**src/verilog/soc_macros.svh**
```systemverilog
/*
 * Memory map, RAM size, GPIO widths and CSR bank constants
 * Include in every module that decodes addresses or sizes its ports
 */
`ifndef SOC_MACROS_SVH
`define SOC_MACROS_SVH

// ------------------------------
// Memory map on address bits 31:29
// ------------------------------
`define SOC_REGION_BRAM 3'b001
`define SOC_REGION_CSR 3'b100

// Word address bits of the on-chip RAM, 1024 words
`define SOC_BRAM_ADR_WIDTH 10

// GPIO pin counts
`define SOC_GPIO_IN_W 3
`define SOC_GPIO_OUT_W 4

// System controller
`define SOC_SYSCTL_BANK 4'h1
`define SOC_SYSTEM_ID 32'h53334145

`endif

```
**src/verilog/soc_pkg.sv**
```systemverilog
/*
 * Shared bus and CSR types for the system core
 * Referenced by scoped name from every RTL module
 */
`default_nettype none

package soc_pkg;

	// Plain vectors with a meaning
	typedef logic [31:0] word_t;
	typedef logic [31:0] addr_t;
	typedef logic [3:0] sel_t;
	// Bank in bits 13:10, register in bits 9:0
	typedef logic [13:0] csr_addr_t;

	// ------------------------------
	// Wishbone classic, single cycle only
	// ------------------------------
	typedef struct packed {
		logic cyc;
		logic stb;
		logic we;
		addr_t adr;
		sel_t sel;
		word_t dat;
	} bus_req_t;

	typedef struct packed {
		logic ack;
		word_t dat;
	} bus_rsp_t;

	// CSR side of the bridge
	typedef struct packed {
		csr_addr_t a;
		logic we;
		word_t dw;
	} csr_req_t;

	// Arbiter owner
	typedef enum logic [1:0] {GRANT_NONE, GRANT_IBUS, GRANT_DBUS} grant_t;

	// Bridge sequencing
	typedef enum logic [1:0] {IDLE, ACCESS, DONE} csrbrg_state_t;

endpackage

`default_nettype wire

```
**src/verilog/sysctl.sv**
```systemverilog
/*
 * System controller on the CSR bus
 * GPIO, one interval timer, interrupt pending and system ID
 * Reads are combinational so the bridge can sample them next cycle
 */
`timescale 1ns/100ps
`default_nettype none
`include "soc_macros.svh"

module sysctl (
	input logic sys_clk,
	input logic rst1,
	input soc_pkg::csr_req_t csr_i,
	output soc_pkg::word_t csr_rdata_o,
	input logic [`SOC_GPIO_IN_W-1:0] gpio_i,
	output logic [`SOC_GPIO_OUT_W-1:0] gpio_o,
	output logic [1:0] irq_o
);

	logic [`SOC_GPIO_IN_W-1:0] gpio_meta;
	logic [`SOC_GPIO_IN_W-1:0] gpio_sync;
	logic [`SOC_GPIO_IN_W-1:0] gpio_last;
	logic [`SOC_GPIO_OUT_W-1:0] gpio_out;
	logic [9:0] reg_idx;
	logic bank_hit;
	logic wr_en;
	logic tmr_en;
	logic tmr_ar;
	logic tmr_hit;
	soc_pkg::word_t tmr_cmp;
	soc_pkg::word_t tmr_cnt;
	logic [1:0] pending;
	logic [1:0] set_pend;
	logic [1:0] clr_pend;

	// Bank select and register index
	assign bank_hit = (csr_i.a[13:10] == `SOC_SYSCTL_BANK);
	assign reg_idx = csr_i.a[9:0];
	assign wr_en = bank_hit & csr_i.we;

	// Two-flop sync, plus one more stage for edge detect
	always_ff @(posedge sys_clk) begin
		gpio_meta <= gpio_i;
		gpio_sync <= gpio_meta;
		gpio_last <= gpio_sync;
	end

	// ------------------------------
	// Timer and output registers
	// ------------------------------
	assign tmr_hit = tmr_en & (tmr_cnt == tmr_cmp);

	always_ff @(posedge sys_clk) begin
		if (rst1) begin
			gpio_out <= '0;
			tmr_en <= 1'b0;
			tmr_ar <= 1'b0;
			tmr_cmp <= '0;
			tmr_cnt <= '0;
		end else begin
			if (tmr_en) begin
				if (tmr_hit) begin
					tmr_cnt <= '0;
					// One-shot mode stops here
					if (!tmr_ar)
						tmr_en <= 1'b0;
				end else begin
					tmr_cnt <= tmr_cnt + 32'd1;
				end
			end
			// Bus writes override the timer update
			if (wr_en) begin
				case (reg_idx)
					10'd1: gpio_out <= csr_i.dw[`SOC_GPIO_OUT_W-1:0];
					10'd2: {tmr_ar, tmr_en} <= csr_i.dw[1:0];
					10'd3: tmr_cmp <= csr_i.dw;
					10'd4: tmr_cnt <= csr_i.dw;
					default: ;
				endcase
			end
		end
	end

	// Bit 0 gpio change, bit 1 timer
	assign set_pend = {tmr_hit, (gpio_sync != gpio_last)};
	assign clr_pend = (wr_en && reg_idx == 10'd5) ? csr_i.dw[1:0] : 2'b00;

	// Set wins over a write-1 clear in the same cycle
	always_ff @(posedge sys_clk) begin
		if (rst1)
			pending <= 2'b00;
		else
			pending <= (pending & ~clr_pend) | set_pend;
	end

	// Read mux, zero outside the bank
	always_comb begin
		csr_rdata_o = '0;
		if (bank_hit) begin
			case (reg_idx)
				10'd0: csr_rdata_o = soc_pkg::word_t'(gpio_sync);
				10'd1: csr_rdata_o = soc_pkg::word_t'(gpio_out);
				10'd2: csr_rdata_o = {30'd0, tmr_ar, tmr_en};
				10'd3: csr_rdata_o = tmr_cmp;
				10'd4: csr_rdata_o = tmr_cnt;
				10'd5: csr_rdata_o = {30'd0, pending};
				10'd6: csr_rdata_o = `SOC_SYSTEM_ID;
				default: csr_rdata_o = '0;
			endcase
		end
	end

	assign gpio_o = gpio_out;
	assign irq_o = pending;

endmodule

`default_nettype wire

```
**config.mk**
```make
export PLATFORM = sky130hd
export DESIGN_NAME = sysctl
export DESIGN_NICKNAME = d
export VERILOG_FILES = /design/src/verilog/soc_pkg.sv /design/src/verilog/sysctl.sv
export VERILOG_INCLUDE_DIRS = /design/src /design/src/verilog
export SDC_FILE = /design/constraint.sdc
export NUM_CORES = 1
export LEC_CHECK = 0
export CAP_MARGIN = 30
export CELL_PAD_IN_SITES_DETAIL_PLACEMENT = 0
export CELL_PAD_IN_SITES_GLOBAL_PLACEMENT = 1
export CORE_ASPECT_RATIO = 1.4
export CORE_MARGIN = 2
export CORE_UTILIZATION = 40
export CTS_CLUSTER_SIZE = 14
export DETAILED_ROUTE_END_ITERATION = 8
export DONT_BUFFER_PORTS = 1
export GPL_ROUTABILITY_DRIVEN = 0
export GPL_TIMING_DRIVEN = 0
export PLACE_DENSITY = 0.78
export SLEW_MARGIN = 20
export SYNTH_ARGS = -nofsm -noshare
export SYNTH_HDL_FRONTEND = slang
export SYNTH_SLANG_ARGS = --single-unit
```
**constraint.sdc**
```tcl
create_clock -name sys_clk -period 3.7 [get_ports sys_clk]
set_clock_uncertainty 0.15 [all_clocks]
set_input_delay 0.37 -clock sys_clk [delete_from_list [all_inputs] [get_ports sys_clk]]
set_output_delay 0.37 -clock sys_clk [all_outputs]
set_load 0.02 [all_outputs]
```
==> results of run 1 <==
cells in the mapped netlist, types with 9 or more instances:
master	count
nor2_1	48
a21oi_1	34
a221oi_1	13
clkbuf_1	12
nand3_1	11
xor2_1	15
dfxtp_1	81
nand2_1	93
xnor2_1	40
mux2i_1	10
buf_4	10
nand4_1	23
a32o_1	21
buf_2	14
nor3_1	9
buf_6	10
a22oi_1	18
worst max-delay path: cells and delay by family:
kind	cells	cell delay, ns
AOI/OAI and AO/OA	1	0.12
and+or+nand+nor	4	1.40
buffers and inverters	1	0.40
routing by layer:
metal	global-route usage [%]	wire length [um]	vias up
li1	-	-	2060
met5	0	0	-
met3	3.84	1000	37
met2	43.6	7880	178
met4	13.1	612	0
met1	29.3	5920	2065
flip-flops by register name, indices dropped and copies added, names as in the netlist:
signal     flops
gpio_sync      3
gpio_meta      3
gpio_o         4
tmr_en         1
tmr_ar         1
gpio_last      3
irq_o          2
tmr_cmp       32
tmr_cnt       32
power by group:
| group | switching, mW | internal, mW |
|---|---|---|
| Sequential | 0.00453 | 0.878 |
| Combinational | 0.0332 | 0.0301 |
| Clock | 0.367 | 0.726 |
cell type report:
type	instances	share of cell area, %
multi-input cells	417	49.2
well taps	144	3.32
clock buffers	10	4.22
flip-flops and latches	81	29.9
inverters	6	0.415
plain buffers	50	5.92
clock inverters	6	2.40
repair buffers	25	4.61
worst min path at each step:
| stage | slack [ns] | depth (start not counted) | start | end |
|---|---|---|---|---|
| floorplan | 0.16 | 0 | gpio_meta[0] | gpio_sync[0] |
| global placement | 0.16 | 0 | gpio_meta[2] | gpio_sync[2] |
| detailed placement | 0.17 | 0 | gpio_meta[2] | gpio_sync[2] |
| CTS | 0.0001 | 1 | csr_i[6] | tmr_cnt[6] |
| global route | 0.006 | 1 | csr_i[18] | tmr_cnt[18] |
| finish | 0.001 | 2 | csr_i[29] | tmr_cmp[29] |
metrics by stage:
stage | hold slack (ns) | std cells | setup WS [ns] | cell area (um^2)
global placement | 0.163 | 698 | 0.927 | 4820
detailed placement | 0.166 | 698 | 0.870 | 4820
finish | 0.00116 | 739 | 0.887 | 5430
global route | 0.00625 | 739 | 0.699 | 5430
floorplan | 0.160 | 554 | 1.45 | 4640
CTS | 0.000131 | 739 | 0.872 | 5430
logic make-up (layout without fill, tap and decap cells):
logic type / Yosys count / in the layout / synth area share [%]
AO/OA/AOI/OAI: 120 / 120 / 18.7
AND/OR/NAND/NOR: 227 / 227 / 24.7
XOR/XNOR: 59 / 59 / 11.8
multiplexers: 10 / 10 / 2.16
flip-flops: 81 / 81 / 35.0
buffers and inverters: 56 / 97 / 7.42
adder cells (fa/ha/maj): 1 / 1 / 0.270
timing repair:
item,4_1_cts,5_1_grt
hold buffers,25,0
hold endpoints to repair,29,0
buffers inserted,0,0
==> metrics.md, run 1 <==
| Metric | Value |
|---|---|
| Max-cap violations | 0 |
| Post-synth EDFFs | 0 |
| Initial Util | 40.9% |
| Post-synth cell types | 53 |
| Setup_tns | 0 ns |
| Vias in the first global route | 4,381 |
| Power, Total | 2.04 mW |
| Die area | 0.0125 mm^2 |
| YS warnings | 0 |
| Mapped Nets | 607 |
| Clock Sinks | 81 |
| Worst slew pin tran | 0.723 ns |
| Syn Inst Count | 554 |
| R2R Path Start | tmr_cnt[2] |
| Clock slew at reported path FFs | 0.06 ns |
| DP Wirelength | 11,200 um |
| Worst EP arrival | 2.29 ns |
| Post-synth top area cell | dfxtp_1 |
| First-pass iteration count of the detailed router | 5 |
| Crit path largest cell delay | 0.44 ns |
| Relative slew margins | 51.8% |
| Clock Tree Buf Depth | 2 |
| Iteration-0 DRC Markers | 336 |
| PwrDens | 376 mW/mm^2 |
| Initial antenna violation count | 0 |
| Hold Fails Final Rpt | 0 |
| Drt wl/cell | 20.9 um |
| Sequential share of the synthesized area | 35.0% |
| CP Capture Point | csr_rdata_o[25] |
| Final slew viol count | 0 |
| Die height | 131 um |
| Worst path required time | 3.18 ns |
| Multi-input gate area | 0.00267 mm^2 |
| Vias | 4,340 |
| Final ANT Viol Nets | 0 |
| GRT Overall Usage | 25.2% |
| Antenna Cells | 0 |
| Largest net degree at the start of global routing | 14 |
| Layout cell share with drive strength beyond 1 | 11.8% |
| CTS tree | yes |
| Peak Freq | 0.356 GHz |
| FF-to-FF End | tmr_cnt[7] |
| CP Launch Type | input pin |
| CP Launch Point | csr_i[36] |
| Clk_lat worst skew | 0.35 ns |
| Largest fanout on the critical path | 10 |
| Drc violations | 0 |
| RSZ-0062 raised after global routing | no |
| PortBufs | 0 |
| Period Utilization, post-route | 76.0% |
| WS Path Type | in2out |
| Max rail drop VDD | 237 uV |
| Nets | 643 |
| Status | completed |
| Area occupied by registers | 0.00162 mm^2 |
| Most common cell on crit path | nor3_1 |
| Clock Tree Root | clkbuf_16 |
| Most common cell after layout, fill and taps aside | nand2_1 |
| FF-to-FF setup slack | 1.33 ns |
| Area delta synth->final | 17.0% |
| Hold Path Class | in2reg |
| Critical path's slowest cell | nor3_1 |
| Most common flop cell mapped by yosys | dfxtp_1 |
| Setup violators final | 0 |
| Number of H-tree levels | 3 |
| R2R depth | 7 |
| Std cell rows | 46 |
| Cts bufs inserted | 9 |
| #FFs+latches synth | 81 |
| Critical path capture point type | output port |
| Boundary Pins | 90 |
| Critical path, cell by cell | nor3_1, nand2_1, nor3_1, buf_2, a221oi_1, nor2_1 |
| Fillers | 1,108 |
| Post-route minimum period | 2.81 ns |
| Util after Layout | 47.9% |
| First-pass GRT wire length | 23,900 um |
| Post_cts resized | 0 |
| Synth top area cells | dfxtp_1 35%, xnor2_1 7.6%, nand2_1 7.5%, a32o_1 4.5%, nor2_1 3.9% |
| Core Region | 0.0113 mm^2 |
| Leakage | 1.83 nW |
| Most frequent cells in the layout | 93 x nand2_1, 81 x dfxtp_1, 48 x nor2_1, 40 x xnor2_1, 34 x a21oi_1 |
| Mapped cell area | 0.00464 mm^2 |
| Async S/R FF share, synth | 0% |
| GRT overflow | 0 |
| Vias per inst | 5.87 |
| Die width | 95.0 um |
| Top cell type's share of synthesized area | 35.0% |
| Routed WL | 15,400 um |
| Syn_area_per_cell | 8.37 um^2 |
Note: power is estimated with default switching activity, not from simulation.
==> inputs of run 2 (changes only) <==
clock period = 2.6 ns   (was 3.7 ns; I/O delays follow)
==> run 2 against run 1 <==
  * Clock-buffer cell count stayed put
  * Sequential cell count stayed put
  * Setup slack worse by 0.75 ns
  * Core utilization increased by 1.1 points
  * Combinational power up 75%
  * Power up 43%
  * Clock power grew 42%
  * Die area stayed put
  * Critical path type unchanged
  * Critical endpoint is now csr_rdata_o[13]
==> metrics.md, run 2 (synthesis gave the netlist of run 1 again) <==
| Metric | Value |
|---|---|
| Initial antenna violation count | 0 (unchanged) |
| Drt wl/cell | 20.5 um (was 20.9 um) |
| Area delta synth->final | 19.7% (was 17.0%) |
| Worst path required time | 2.19 ns (was 3.18 ns) |
| Setup_tns | 0 ns (unchanged) |
| Drc violations | 0 (unchanged) |
| Post-CTS Setup Bufs | 0 (unchanged) |
| CP Launch Type | input pin (unchanged) |
| RSZ-0062 raised after global routing | no (unchanged) |
| Fillers | 1,108 (unchanged) |
| Worst slew pin tran | 0.620 ns (was 0.723 ns) |
| R2R Path Start | tmr_cnt[2] (unchanged) |
| GRT Overall Usage | 25.1% (was 25.2%) |
| WS Path Type | in2out (unchanged) |
| Antenna Cells | 0 (unchanged) |
| Worst EP arrival | 2.05 ns (was 2.29 ns) |
| Most common cell after layout, fill and taps aside | nand2_1 (unchanged) |
| Hold_ws | 0.0242 ns (was 0.00116 ns) |
| Number of H-tree levels | 3 (unchanged) |
| Max rail drop VDD | 338 uV (was 237 uV) |
| Place WS | -0.00990 ns (was 0.870 ns) |
| First-pass iteration count of the detailed router | 5 (unchanged) |
| FF-to-FF setup slack | 0.23 ns (was 1.33 ns) |
| Post-route minimum period | 2.46 ns |
| Max-cap violations | 0 (unchanged) |
| Critical path capture point type | output port (unchanged) |
| Status | completed (unchanged) |
| R2R depth | 7 (unchanged) |
| Clock Sinks | 81 (unchanged) |
| Clock Tree Buf Depth | 2 (unchanged) |
| Std cell rows | 46 (unchanged) |
| Boundary Pins | 90 (unchanged) |
| Die area | 0.0125 mm^2 (unchanged) |
| Vias in the first global route | 4,403 (was 4,381) |
| Power, Total | 2.92 mW (was 2.04 mW) |
| Hold Fails Final Rpt | 0 (unchanged) |
| DP Wirelength | 11,200 um (unchanged) |
| Core Region | 0.0113 mm^2 (unchanged) |
| Largest fanout on the critical path | 10 (unchanged) |
| Hold Startpoint | rst1 (was csr_i[29]) |
| Die width | 95.0 um (unchanged) |
| Vias | 4,379 (was 4,340) |
| Final worst-path setup slack | 0.141 ns (was 0.887 ns) |
| Hold Path Class | in2reg (unchanged) |
| Relative slew margins | 58.7% (was 51.8%) |
| Leakage | 1.87 nW (was 1.83 nW) |
| Most frequent cells in the layout | 93 x nand2_1, 81 x dfxtp_1, 42 x nor2_1, 40 x xnor2_1, 35 x dlygate4sd3_1 (was 93 x nand2_1, 81 x dfxtp_1, 48 x nor2_1, 40 x xnor2_1, 34 x a21oi_1) |
| Cts bufs inserted | 9 (unchanged) |
| Setup violators final | 0 (unchanged) |
| First-pass GRT wire length | 23,900 um (about the same) |
| Initial Util | 40.9% (unchanged) |
| Layout cell share with drive strength beyond 1 | 13.1% (was 11.8%) |
| PwrDens | 526 mW/mm^2 (was 376 mW/mm^2) |
| Clock slew at reported path FFs | 0.06 ns (about the same) |
| GRT overflow | 0 (unchanged) |
| Final ANT Viol Nets | 0 (unchanged) |
| Hold endpoint | tmr_cnt[25] (was tmr_cmp[29]) |
| Period Utilization, post-route | 94.6% |
| Final slew viol count | 0 (unchanged) |
| Largest net degree at the start of global routing | 14 (unchanged) |
| Hold Path Cell Cnt | 3 (was 2) |
| Die height | 131 um (unchanged) |
| Nets | 653 (was 643) |
| Routed WL | 15,400 um (about the same) |
| Peak Freq | 0.407 GHz |
| Iteration-0 DRC Markers | 296 (was 336) |
| PortBufs | 0 (unchanged) |
| Vias per inst | 5.85 (was 5.87) |
| Clk_lat worst skew | 0.35 ns (about the same) |
| CTS tree | yes (unchanged) |
| FF-to-FF End | tmr_cnt[7] (unchanged) |
| Clock Tree Root | clkbuf_16 (unchanged) |
-- run 2: cell types whose count changed in the layout (fill, tap and decap cells not counted), sizes merged --
cell         before  now
dlygate4sd3      25   35
-- run 2: area by class of cell --
type | instances | area, um^2 | area share (%)
multi-input cells | 417 | 2700 | 48.6
repair buffers | 35 | 350 | 6.31
inverters | 6 | 22.5 | 0.405
flip-flops and latches | 81 | 1620 | 29.2
clock inverters | 6 | 130 | 2.34
well taps | 144 | 180 | 3.24
plain buffers | 50 | 323 | 5.81
clock buffers | 10 | 229 | 4.12
-- run 2: worst max path at each step --
stage,startpoint,endpoint,slack [ns],depth (start not counted)
finish,csr_i[40],csr_rdata_o[13],0.14,7
global route,csr_i[40],csr_rdata_o[26],0.08,7
CTS,csr_i[36],csr_rdata_o[13],0.03,6
detailed placement,csr_i[36],csr_rdata_o[25],-0.01,6
global placement,csr_i[36],csr_rdata_o[13],0.05,6
floorplan,csr_i[36],csr_rdata_o[12],0.57,7
-- run 2: repair_timing --
action,in CTS,in global routing
setup endpoints to repair,1,10
resized for setup,1,9
gates cloned,0,0
endpoints found under the hold margin,70,0
hold buffers,35,0
-- run 2: report_power, final --
part	total [mW]	leakage [nW]	switching (mW)	internal, mW
sequential	1.26	0.656	0.00652	1.25
clock	1.55	0.176	0.522	1.03
combinational	0.111	1.04	0.0576	0.0535
-- run 2: per-stage QoR --
step,area (um^2),std cells,utilization (%)
after floorplan,4640,554,-
after global placement,4820,698,42.5
after CTS,5530,749,48.8
after detailed placement,4820,698,42.5
after global routing,5550,749,49.0
final,5550,749,49.0
-- run 2: worst max-delay path, stage by stage --
cell and delay, ns:
nor4_4 0.33, and4_1 0.27, clkbuf_2 0.15, buf_2 0.32, buf_4 0.27, a22oi_1 0.11, nor2_1 0.33
-- run 2: metal layers --
metal  track usage (%)  wire (um)  vias to the layer above
met5                 0          0                        -
met3              3.44        897                       37
met4              13.1        627                        0
met1              29.2       5850                     2086
li1                  -          -                     2076
met2              43.7       7980                      180
==> inputs of run 3 (changes only) <==
CORE_UTILIZATION = 47   (was 40)
PLACE_DENSITY = 0.88   (was 0.78)
==> run 3 against run 2 <==
  * Combinational power about the same
  * Clock power down 12%
  * Maximum frequency up 0.95%
  * Non-clock buffer count unchanged
  * First-iteration DRC count up 20%
  * Routed wire length down 2.4%
  * Final area down 1.4%
  * Sequential share of layout area up 0.41 points
  * Largest power group unchanged
  * Highest routed layer unchanged
==> metrics.md, run 3 (synthesis gave the netlist of run 1 again) <==
| Metric | Value |
|---|---|
| Hold Path Cell Cnt | 3 (unchanged) |
| Util after Layout | 57.6% (was 49.0%) |
| First-pass iteration count of the detailed router | 5 (unchanged) |
| DP Wirelength | 10,800 um (was 11,200 um) |
| Relative slew margins | 58.0% (was 58.7%) |
| Worst slew pin tran | 0.624 ns (was 0.620 ns) |
| Drc violations | 0 (unchanged) |
| PwrDens | 498 mW/mm^2 (was 526 mW/mm^2) |
| Placed cell areas | 0.00480 mm^2 (was 0.00482 mm^2) |
| Final slew viol count | 0 (unchanged) |
| Area delta synth->final | 18.1% (was 19.7%) |
| Most frequent cells in the layout | 93 x nand2_1, 81 x dfxtp_1, 48 x nor2_1, 40 x xnor2_1, 35 x dlygate4sd3_1 (was 93 x nand2_1, 81 x dfxtp_1, 42 x nor2_1, 40 x xnor2_1, 35 x dlygate4sd3_1) |
| RSZ-0062 raised after global routing | no (unchanged) |
| Die height | 122 um (was 131 um) |
| Post-route minimum period | 2.44 ns (was 2.46 ns) |
| CTS tree | yes (unchanged) |
| Hold endpoint | tmr_cnt[28] (was tmr_cnt[25]) |
| CP Launch Type | input pin (unchanged) |
| First-pass GRT wire length | 22,700 um (was 23,900 um) |
| Critical path capture point type | output port (unchanged) |
| Clock Tree Root | clkbuf_16 (unchanged) |
| Max-cap violations | 0 (unchanged) |
| Hold Startpoint | rst1 (unchanged) |
| Peak Freq | 0.411 GHz (was 0.407 GHz) |
| Routed WL | 15,000 um (was 15,400 um) |
| Hold Path Class | in2reg (unchanged) |
| GRT overflow | 0 (unchanged) |
| R2R Path Start | tmr_cnt[2] (unchanged) |
| Most common cell after layout, fill and taps aside | nand2_1 (unchanged) |
| Initial Util | 48.8% (was 40.9%) |
| FF-to-FF End | tmr_cnt[18] (was tmr_cnt[7]) |
| Leakage | 1.84 nW (was 1.87 nW) |
| Max rail drop VDD | 380 uV (was 338 uV) |
| Final ANT Viol Nets | 0 (unchanged) |
| Clock Sinks | 81 (unchanged) |
| Clock Tree Buf Depth | 2 (unchanged) |
| PortBufs | 0 (unchanged) |
| Hold_ws | 0.0179 ns (was 0.0242 ns) |
| Worst EP arrival | 2.03 ns (was 2.05 ns) |
| Antenna Cells | 0 (unchanged) |
| Die area | 0.0107 mm^2 (was 0.0125 mm^2) |
| FF-to-FF setup slack | 0.32 ns (was 0.23 ns) |
| Clock slew at reported path FFs | 0.06 ns (about the same) |
| Initial antenna violation count | 0 (unchanged) |
| Vias | 4,396 (was 4,379) |
| Nets | 653 (unchanged) |
| Die width | 88.0 um (was 95.0 um) |
| Core Region | 0.00951 mm^2 (was 0.0113 mm^2) |
| Worst path required time | 2.19 ns (about the same) |
| WS Path Type | in2out (unchanged) |
| Iteration-0 DRC Markers | 356 (was 296) |
| Period Utilization, post-route | 93.7% (was 94.6%) |
| Clk_lat worst skew | 0.35 ns (about the same) |
| R2R depth | 7 (unchanged) |
| Hold Fails Final Rpt | 0 (unchanged) |
| Vias per inst | 5.96 (was 5.85) |
| Std cell rows | 42 (was 46) |
| GRT Overall Usage | 28.6% (was 25.1%) |
| Drt wl/cell | 20.3 um (was 20.5 um) |
| Status | completed (unchanged) |
| Vias in the first global route | 4,316 (was 4,403) |
| CP Launch Point | csr_i[40] (unchanged) |
| Cts bufs inserted | 9 (unchanged) |
| Number of H-tree levels | 3 (unchanged) |
| Layout cell share with drive strength beyond 1 | 11.9% (was 13.1%) |
| Largest fanout on the critical path | 10 (unchanged) |
| Setup violators final | 0 (unchanged) |
| Post-route cell area | 0.00548 mm^2 (was 0.00555 mm^2) |
| Largest net degree at the start of global routing | 14 (unchanged) |
| Setup_tns | 0 ns (unchanged) |
| Boundary Pins | 90 (unchanged) |
[run 3: metal layers]
metal	wire length [um]	share of wire (%)	GRT usage [%]
met1	5650	38	32.7
met2	7690	51	49.3
met3	996	6.7	5.42
met4	638	4.3	15.4
met5	0	0	0
[run 3: how the worst max path moves through the flow]
| stage | slack (ns) | cells after the start | end |
|---|---|---|---|
| floorplan | 0.57 | 7 | csr_rdata_o[12] |
| global placement | 0.12 | 6 | csr_rdata_o[13] |
| detailed placement | 0.06 | 6 | csr_rdata_o[15] |
| CTS | 0.06 | 6 | csr_rdata_o[15] |
| global route | 0.07 | 7 | csr_rdata_o[12] |
| finish | 0.16 | 7 | csr_rdata_o[12] |
[run 3: what timing repair did]
item                       in CTS  in global routing
setup buffers                   0                  0
hold endpoints to repair       70                  0
resized for setup               0                  4
setup endpoints to repair       0                 20
hold buffers                   35                  0
[run 3: final cells by class]
cell class	instances	area (um^2)
clock inverters	5	80.1
inverters	6	22.5
clock buffers	11	233
plain buffers	50	323
flip-flops and latches	81	1620
fillers	898	4030
well taps	132	165
multi-input cells	417	2680
repair buffers	35	350
[run 3: critical path, stage by stage]
cell      delay [ns]
nor4_4          0.33
and4_1          0.25
clkbuf_2        0.14
buf_2           0.32
buf_4           0.26
a22oi_1         0.10
nor2_1          0.35
[run 3: through the flow]
stage | setup slack [ns] | power (mW) | std cells
2_1_floorplan | 0.571 | 1.32 | 554
3_3_place_gp | 0.118 | 1.34 | 686
3_5_place_dp | 0.0609 | 1.34 | 686
4_1_cts | 0.0571 | 2.73 | 737
5_1_grt | 0.0694 | 2.80 | 737
6_report | 0.164 | 2.73 | 737
[run 3: where the power goes]
part	internal [mW]	switching, mW	leakage [nW]
Sequential	1.25	0.00638	0.656
Clock	0.840	0.522	0.146
Combinational	0.0535	0.0576	1.04
Total	2.14	0.586	1.84
